`config.mk`:
```
export PLATFORM = sky130hd
export DESIGN_NAME = burst_ctrl
export DESIGN_NICKNAME = d
export VERILOG_FILES = /design/src/design/cache_pkg.sv /design/src/design/burst_ctrl.sv
export SDC_FILE = /design/constraint.sdc
export NUM_CORES = 1
export LEC_CHECK = 0
export CORE_AREA = 3 3 128 130
export DETAILED_ROUTE_END_ITERATION = 10
export DIE_AREA = 0 0 131 133
export DONT_BUFFER_PORTS = 1
export HOLD_SLACK_MARGIN = 0.1
export PLACE_DENSITY = 0.54
export SLEW_MARGIN = 10
export SYNTH_ARGS = -nofsm -noshare
export SYNTH_HDL_FRONTEND = slang
export SYNTH_SLANG_ARGS = --single-unit
```
`constraint.sdc`:
```
create_clock -name clk -period 6.8 [get_ports clk]
set_input_delay 1.36 -clock clk [delete_from_list [all_inputs] [get_ports clk]]
set_output_delay 1.36 -clock clk [all_outputs]
set_load 0.02 [all_outputs]
```
`src/design/cache_pkg.sv`:
```
// cache_pkg
// shared types and line geometry of the direct-mapped write-back data cache
// words, burst beats, byte enables, the processor request and refill beats

package cache_pkg;

  // data widths seen on the processor and burst RAM sides
  typedef logic [31:0] word_t;
  typedef logic [63:0] beat_t;
  typedef logic [3:0] wstrb_t;
  typedef logic [2:0] col_ix_t;

  // a line holds eight words and moves as four 64-bit beats
  localparam int col_bits = 3;
  localparam int zero_bits = 2;
  localparam int cols_per_line = 8;
  localparam int beats_per_line = 4;

  // processor request
  // held by the requester while busy and for one cycle after busy falls
  typedef struct packed {
    logic enable;
    logic [31:0] address;
    word_t wdata;
    wstrb_t wstrb;  // all zero for a read
  } cache_req_t;

  // one refill beat, written into a pair of neighbouring columns
  typedef struct packed {
    logic we;
    logic [1:0] pair;
    beat_t data;
  } fill_wr_t;

  // refill and eviction sequencer states
  typedef enum logic [2:0] {
    idle,
    rd_wait,
    rd_beat,
    rd_tag,
    rd_done,
    wr_beat,
    wr_gap
  } burst_state_t;

endpackage

```
`src/design/burst_ctrl.sv`:
```
// burst_ctrl
// sequences line refills and dirty line evictions on the burst RAM port
// and keeps consecutive commands apart by a minimum interval

`timescale 1ns/1ps

module burst_ctrl #(
  parameter int ram_depth_width = 21,
  parameter int cmd_interval_cycles = 13
) (
  input  logic                       clk,
  input  logic                       rst_n,
  input  logic                       miss,
  input  logic                       line_dirty,
  input  logic [ram_depth_width-1:0] victim_addr,
  input  logic [ram_depth_width-1:0] line_addr,
  input  cache_pkg::beat_t           pair_data,
  output logic [1:0]                 pair_ix,
  output cache_pkg::fill_wr_t        fill,
  output logic                       tag_commit,
  output logic                       filling,
  output logic                       busy_ctrl,
  output logic                       br_cmd,
  output logic                       br_cmd_en,
  output logic [ram_depth_width-1:0] br_addr,
  output cache_pkg::beat_t           br_wr_data,
  input  cache_pkg::beat_t           br_rd_data,
  input  logic                       br_rd_data_valid
);

  localparam int cnt_width = $clog2(cmd_interval_cycles + 1);
  localparam logic [1:0] last_beat = 2'(cache_pkg::beats_per_line - 1);

  cache_pkg::burst_state_t state;
  logic [1:0] beat_cnt;
  logic [cnt_width-1:0] cmd_cnt;

  logic start;
  logic issue_wr;
  logic issue_rd;
  logic take_beat;

  logic fill_we;
  logic [1:0] fill_pair;
  cache_pkg::beat_t fill_data;

  // a miss seen in idle once the interval has run out
  assign start = state == cache_pkg::idle && miss && cmd_cnt == '0;
  assign issue_wr = start && line_dirty;
  assign issue_rd = (start && !line_dirty) || (state == cache_pkg::wr_gap && cmd_cnt == '0);

  // beat 0 arrives in rd_wait, beats 1 to 3 while beat_cnt is nonzero
  assign take_beat = (state == cache_pkg::rd_wait && br_rd_data_valid) ||
                     (state == cache_pkg::rd_beat && beat_cnt != '0);

  assign pair_ix = beat_cnt;
  assign fill = '{we: fill_we, pair: fill_pair, data: fill_data};
  assign tag_commit = state == cache_pkg::rd_tag;
  assign filling = state inside {cache_pkg::rd_wait, cache_pkg::rd_beat,
                                 cache_pkg::rd_tag, cache_pkg::rd_done};
  assign busy_ctrl = cmd_cnt != '0 || state != cache_pkg::idle;

  always_ff @(posedge clk or negedge rst_n) begin
    if (!rst_n) begin
      state <= cache_pkg::idle;
      beat_cnt <= '0;
      cmd_cnt <= '0;
      br_cmd_en <= 1'b0;
      fill_we <= 1'b0;
    end else begin
      br_cmd_en <= issue_wr || issue_rd;
      fill_we <= take_beat;

      // interval counter reloads on every command
      if (issue_wr || issue_rd) begin
        cmd_cnt <= cnt_width'(cmd_interval_cycles);
      end else if (cmd_cnt != '0) begin
        cmd_cnt <= cmd_cnt - 1'b1;
      end

      // wraps back to zero after the last beat of either direction
      if (issue_wr || state == cache_pkg::wr_beat || take_beat) begin
        beat_cnt <= beat_cnt + 1'b1;
      end

      case (state)
        cache_pkg::idle: begin
          if (issue_wr) begin
            state <= cache_pkg::wr_beat;
          end else if (issue_rd) begin
            state <= cache_pkg::rd_wait;
          end
        end
        cache_pkg::wr_beat: begin
          if (beat_cnt == last_beat) begin
            state <= cache_pkg::wr_gap;
          end
        end
        cache_pkg::wr_gap: begin
          if (issue_rd) begin
            state <= cache_pkg::rd_wait;
          end
        end
        cache_pkg::rd_wait: begin
          if (br_rd_data_valid) begin
            state <= cache_pkg::rd_beat;
          end
        end
        cache_pkg::rd_beat: begin
          // last pair is being written this cycle
          if (beat_cnt == '0) begin
            state <= cache_pkg::rd_tag;
          end
        end
        cache_pkg::rd_tag: begin
          state <= cache_pkg::rd_done;
        end
        cache_pkg::rd_done: begin
          state <= cache_pkg::idle;
        end
        default: begin
          state <= cache_pkg::idle;
        end
      endcase
    end
  end

  // command, address and beat data
  always_ff @(posedge clk) begin
    if (issue_wr || issue_rd) begin
      br_cmd <= issue_wr;
      br_addr <= issue_wr ? victim_addr : line_addr;
    end
    if (issue_wr || state == cache_pkg::wr_beat) begin
      br_wr_data <= pair_data;
    end
    if (take_beat) begin
      fill_pair <= beat_cnt;
      fill_data <= br_rd_data;
    end
  end

  // every command pulse is followed by a quiet interval of the programmed length
  assert property (@(posedge clk) disable iff (!rst_n)
    br_cmd_en |=> !br_cmd_en [* cmd_interval_cycles])
    else $error("burst commands closer than the command interval");

endmodule

```
# Yosys cells after proc, flatten, opt, wreduce, memory -nomap -nowiden
# Cells that the tools add are included.
# W data, S select, Z words.
[word_totals]
word_cells = 54
register_bits = 163
output_inout_bits = 159
in_bits = 175
[classes]
reduce_logical = 23
addsub = 2
muxes = 9
n_eq_ne = 10
[ops]
columns = ["cell", "n"]
rows = [
  ["$mux W21", 1],
  ["$pmux W3 S6", 1],
  ["$mux W3", 5],
  ["$eq A3 B3 Y1 const B", 3],
  ["$mux W4", 2],
  ["$reduce_bool A4 Y1", 2],
  ["$logic_and A1 B1 Y1", 7],
  ["$eq A3 B2 Y1 const B", 2],
  ["$logic_or A1 B1 Y1", 6],
  ["$logic_not A4 Y1", 1],
  ["$ne A2 B1 Y1 const B", 2],
  ["$reduce_bool A2 Y1", 2],
  ["$sub A4 B1 Y4 const B", 1],
  ["$eq A3 B1 Y1 const B", 1],
  ["$logic_not A3 Y1", 1],
  ["$reduce_and A3 Y1", 1],
  ["$reduce_bool A3 Y1", 1],
  ["$add A2 B1 Y2 const B", 1],
  ["$eq A2 B2 Y1 const B", 1],
  ["$logic_not A2 Y1", 1],
  ["$ne A2 B2 Y1 const B", 1],
  ["$logic_not A1 Y1", 1],
]

# Logic depth before layout (Yosys ltp)
[logic_depth]
ltp_word = 8
ltp_mapped = 8
depth_no_buf = 7

# Worst setup path after synthesis
# OpenSTA, ideal clock, no wires.
[synth_path]
path_kind = "input port to flip-flop"
startpoint = "input br_rd_data_valid"
endpoint = "register beat_cnt[1], in the netlist pair_ix[1]"
setup_time_ps = 127
arrival_ps = 5528
path_slack_ps = 1145
path_stages = 4
path_buffers = 0
required_time_ps = 6673
cell_sequence = "nand3b_1 a21oi_1 nor3b_1 mux2_4"
[synth_between]
elab_chain_len = 3
[synth_lines]
columns = ["element", "line_no", "source"]
rows = [
  ["start, declared", "burst_ctrl.sv:28", "input logic br_rd_data_valid"],
  ["$logic_and A1 B1 Y1", "burst_ctrl.sv:53", "assign take_beat = (state == cache_pkg::rd_wait && br_rd_data_valid) ||"],
  ["$logic_or A1 B1 Y1", "burst_ctrl.sv:53", ""],
  ["named net take_beat", "burst_ctrl.sv:41", "logic take_beat;"],
  ["$logic_or A1 B1 Y1", "burst_ctrl.sv:82", "if (issue_wr || state == cache_pkg::wr_beat || take_beat) begin"],
  ["end signal, assigned", "burst_ctrl.sv:83", "beat_cnt <= beat_cnt + 1'b1;"],
  ["end, declared", "burst_ctrl.sv:35", "logic [1:0] beat_cnt;"],
]
# The timed path passes the listed nets, and every way through them passes these cells.
# A chain may end at the register's enable or synchronous reset.

# Worst setup path in the final report
[layout_path]
startpoint = "register cmd_cnt[0]"
endpoint = "output busy_ctrl"
[layout_between]
elab_chain_len = 2
[layout_lines]
columns = ["element", "line_no", "source"]
rows = [
  ["start, declared", "burst_ctrl.sv:36", "logic [cnt_width-1:0] cmd_cnt;"],
  ["start signal, assigned", "burst_ctrl.sv:76", "cmd_cnt <= cnt_width'(cmd_interval_cycles);"],
  ["start signal, assigned", "burst_ctrl.sv:78", "cmd_cnt <= cmd_cnt - 1'b1;"],
  ["$reduce_bool A4 Y1", "burst_ctrl.sv:61", "assign busy_ctrl = cmd_cnt != '0 || state != cache_pkg::idle;"],
  ["$logic_or A1 B1 Y1", "burst_ctrl.sv:61", ""],
  ["end, declared", "burst_ctrl.sv:22", "output logic busy_ctrl,"],
]
# Every way passes these cells.

==> insert_results.sql <==
INSERT INTO impl_metrics (metric_group, metric, value, unit) VALUES
('timing', 'max_freq', '274.7', 'MHz'),
('clocking', 'clock_tree_from_tritoncts', 'done', ''),
('setup_path', 'setup.reg_to_reg.worst_slack', '3.77', 'ns'),
('synthesis', 'synthesis.yosys.warnings', '0', ''),
('route', 'drt_pass1_iterations', '4', ''),
('setup_path', 'worst_setup_path_start_kind', 'flip-flop', ''),
('global_route', 'grt_util_met3', '7.711', '%'),
('setup_path', 'crit_path_max_fanout', '11', ''),
('power', 'p_per_area', '473.3', 'mW/mm^2'),
('floorplanning', 'num_rows', '45', ''),
('synthesis', 'yosysMostFrequentCell', 'edfxtp_1', ''),
('synthesis', 'dominantRegCellSynth', 'edfxtp_1', ''),
('synthesis', 'synth_area_per_cell', '22.72', 'um^2'),
('global_route', 'grt_pass1_vias', '2312', ''),
('setup_path', 'rr_endpoint', 'br_wr_data[28]', ''),
('clocking', 'cts.repair.resized', '0', ''),
('timing', 'rsz0062_at_grt', 'false', ''),
('power', 'p_leak', '2.200', 'nW'),
('route', 'detail_route.iter0.violations', '150', ''),
('placement', 'gp_congestion', '0.7458', ''),
('global_route', 'grt_use_met2', '21.84', '%'),
('cells_and_area', 'area_growth_syn_to_layout', '15.58', '%'),
('cells_and_area', 'fin_cells', '483', ''),
('setup_path', 'timing.reg2reg.worst_path_depth', '7', ''),
('clocking', 'h-tree-depth', '4', ''),
('timing', 'timing.final.max_slew_violations', '0', ''),
('clocking', 'clock_sink_count', '163', ''),
('clocking', 'clockRootBuffer', 'clkbuf_16', ''),
('synthesis', 'synthCells', '245', ''),
('placement', 'detailed_place_hpwl', '9139', 'um'),
('global_route', 'grt_use_met1', '13.96', '%'),
('global_route', 'grt-busiest-layer', 'met2', ''),
('timing', 'skew', '0.01135', 'ns'),
('floorplanning', 'floorplan.die.width', '131', 'um'),
('synthesis', 'synthesis.nets', '424', ''),
('global_route', 'grt_overflow_total', '0', ''),
('timing', 'post-route-period-util', '53.54', '%'),
('clocking', 'cts-hold-fix-buffers', '0', ''),
('placement', 'number_of_buffers_inserted_by_port_buffering', '0', ''),
('route', 'postRouteWirelength', '11980', 'um'),
('clocking', 'post_cts_setup_buffer_count', '0', ''),
('status', 'status', 'finished, final reports clean', ''),
('floorplanning', 'die_area', '0.01742', 'mm^2'),
('synthesis', 'largest_area_contributor_in_the_netlist', 'edfxtp_1', ''),
('setup_path', 'critical_path.reg2reg.startpoint', 'cmd_cnt[0]', ''),
('clocking', 'numCtsBuffers', '17', ''),
('synthesis', 'synth_seq_area_share', '86.96', '%'),
('global_route', 'grt_antenna_before_repair', '1', ''),
('cells_and_area', 'fin_util', '42.16', '%'),
('min_path', 'min-delay-path-class', 'flip-flop to flip-flop', ''),
('synthesis', 'synth_enable_flop_cells', '152', ''),
('route', 'route.detailed.wl_per_inst', '24.80', 'um'),
('route', 'drt.antenna.violating_nets', '0', ''),
('global_route', 'largest_net_degree_at_the_start_of_global_routing', '69', ''),
('synthesis', 'post-synth-top-area-fraction', '82.01', '%'),
('cells_and_area', 'layout-drive-gt1-share', '21.32', '%'),
('floorplanning', 'core_region_area', '0.01526', 'mm^2'),
('setup_path', 'timing.critical_path.to', 'busy_ctrl', ''),
('floorplanning', 'die_h', '133', 'um'),
('clocking', 'clock_tree.buffer_depth', '2', ''),
('min_path', 'hp-start', 'cmd_cnt[0]', ''),
('timing', 'final-setup-viol-count', '0', ''),
('setup_path', 'critical_path_class', 'flip-flop to output port', ''),
('synthesis', 'synthDistinctLibCells', '34', ''),
('setup_path', 'setup.worst_path.end_class', 'output port', ''),
('setup_path', 'critPathArrivalTime', '2.28', 'ns'),
('route', 'drc_errors', '0', ''),
('min_path', 'worstHoldPathCells', '1', ''),
('global_route', 'wire_length_of_the_first_global_routing_pass', '15950', 'um'),
('clocking', 'clock_insertion_delay_worst_skew', '0.42', 'ns'),
('timing', 'min_period', '3.641', 'ns');
sequential cells by signal, summed over array words and instances, names as in the netlist:
signal      flops
fill_data      64
fill_we         1
br_wr_data     64
fill_pair       2
cmd_cnt         4
br_addr        21
br_cmd_en       1
pair_ix         2
br_cmd          1
state           3
final cells by class:
cell class / count / area [um^2]
repair buffers: 3 / 22.52
flip-flops and latches: 163 / 4840
fillers: 1321 / 8826
well taps: 211 / 264.0
clock buffers: 20 / 436.7
multi-input cells: 69 / 673.1
clock inverters: 12 / 177.7
inverters: 5 / 18.77
placed cells by master, fill, tap and decap left out, types with 2 or more instances in the layout:
master     count
edfxtp_1     152
mux2_4        20
clkbuf_16     17
dfrtp_1       11
nand2_1        5
a21oi_1        5
inv_1          4
ha_1           4
bufinv_16      4
nor2_1         3
mux2_2         3
nor3b_1        3
xnor2_1        3
clkbuf_1       3
buf_4          3
nor2b_1        2
o22a_1         2
nand2b_1       2
clkinv_1       2
inv_6          2
metrics by stage:
| step | cell area (um^2) | hold WS [ns] | setup WS [ns] | power, W |
|---|---|---|---|---|
| after detailed placement | 5818 | 0.5130 | 3.573 | 0.002092 |
| after global routing | 6432 | 0.5475 | 3.020 | 0.003184 |
| after floorplan | 5565 | 0.4694 | 1.145 | 0.001985 |
| after CTS | 6432 | 0.5224 | 3.122 | 0.003086 |
| final | 6432 | 0.5159 | 3.159 | 0.003045 |
| after global placement | 5818 | 0.4810 | 3.604 | 0.002069 |
worst min path at each step:
stage / endpoint / slack [ns]
6_report: cmd_cnt[0] / 0.52
5_1_grt: cmd_cnt[0] / 0.55
4_1_cts: cmd_cnt[0] / 0.52
3_5_place_dp: cmd_cnt[0] / 0.51
3_3_place_gp: cmd_cnt[3] / 0.48
2_1_floorplan: cmd_cnt[0] / 0.47
layer usage:
| layer | up-vias | routed length, um |
|---|---|---|
| met5 | - | 0 |
| met4 | 0 | 117 |
| met3 | 10 | 1214 |
| met2 | 193 | 6369 |
| met1 | 1131 | 4276 |
| li1 | 982 | - |
cell families after synthesis:
logic type | synth area share (%)
DFF | 86.96
AOI/OAI and AO/OA | 1.709
xor gates and xnor gates | 0.4722
muxes | 6.183
buffers and inverters | 1.236
and+or+nand+nor | 2.541
adders and majority gates | 0.8993
power breakdown:
group / leakage, nW / switching [W] / internal [W]
sequential: 1.53 / 0.000364 / 0.00140
clock: 0.296 / 0.000369 / 0.000617
combinational: 0.372 / 0.000197 / 0.0000961
total: 2.20 / 0.000930 / 0.00211
worst max-delay path: stages, from the launching register on:
cell,delay (ns)
dfrtp_1,0.41
inv_1,0.12
ha_1,0.21
or3b_1,0.53
or4_1,0.59
(Power assumes the default switching activity.)
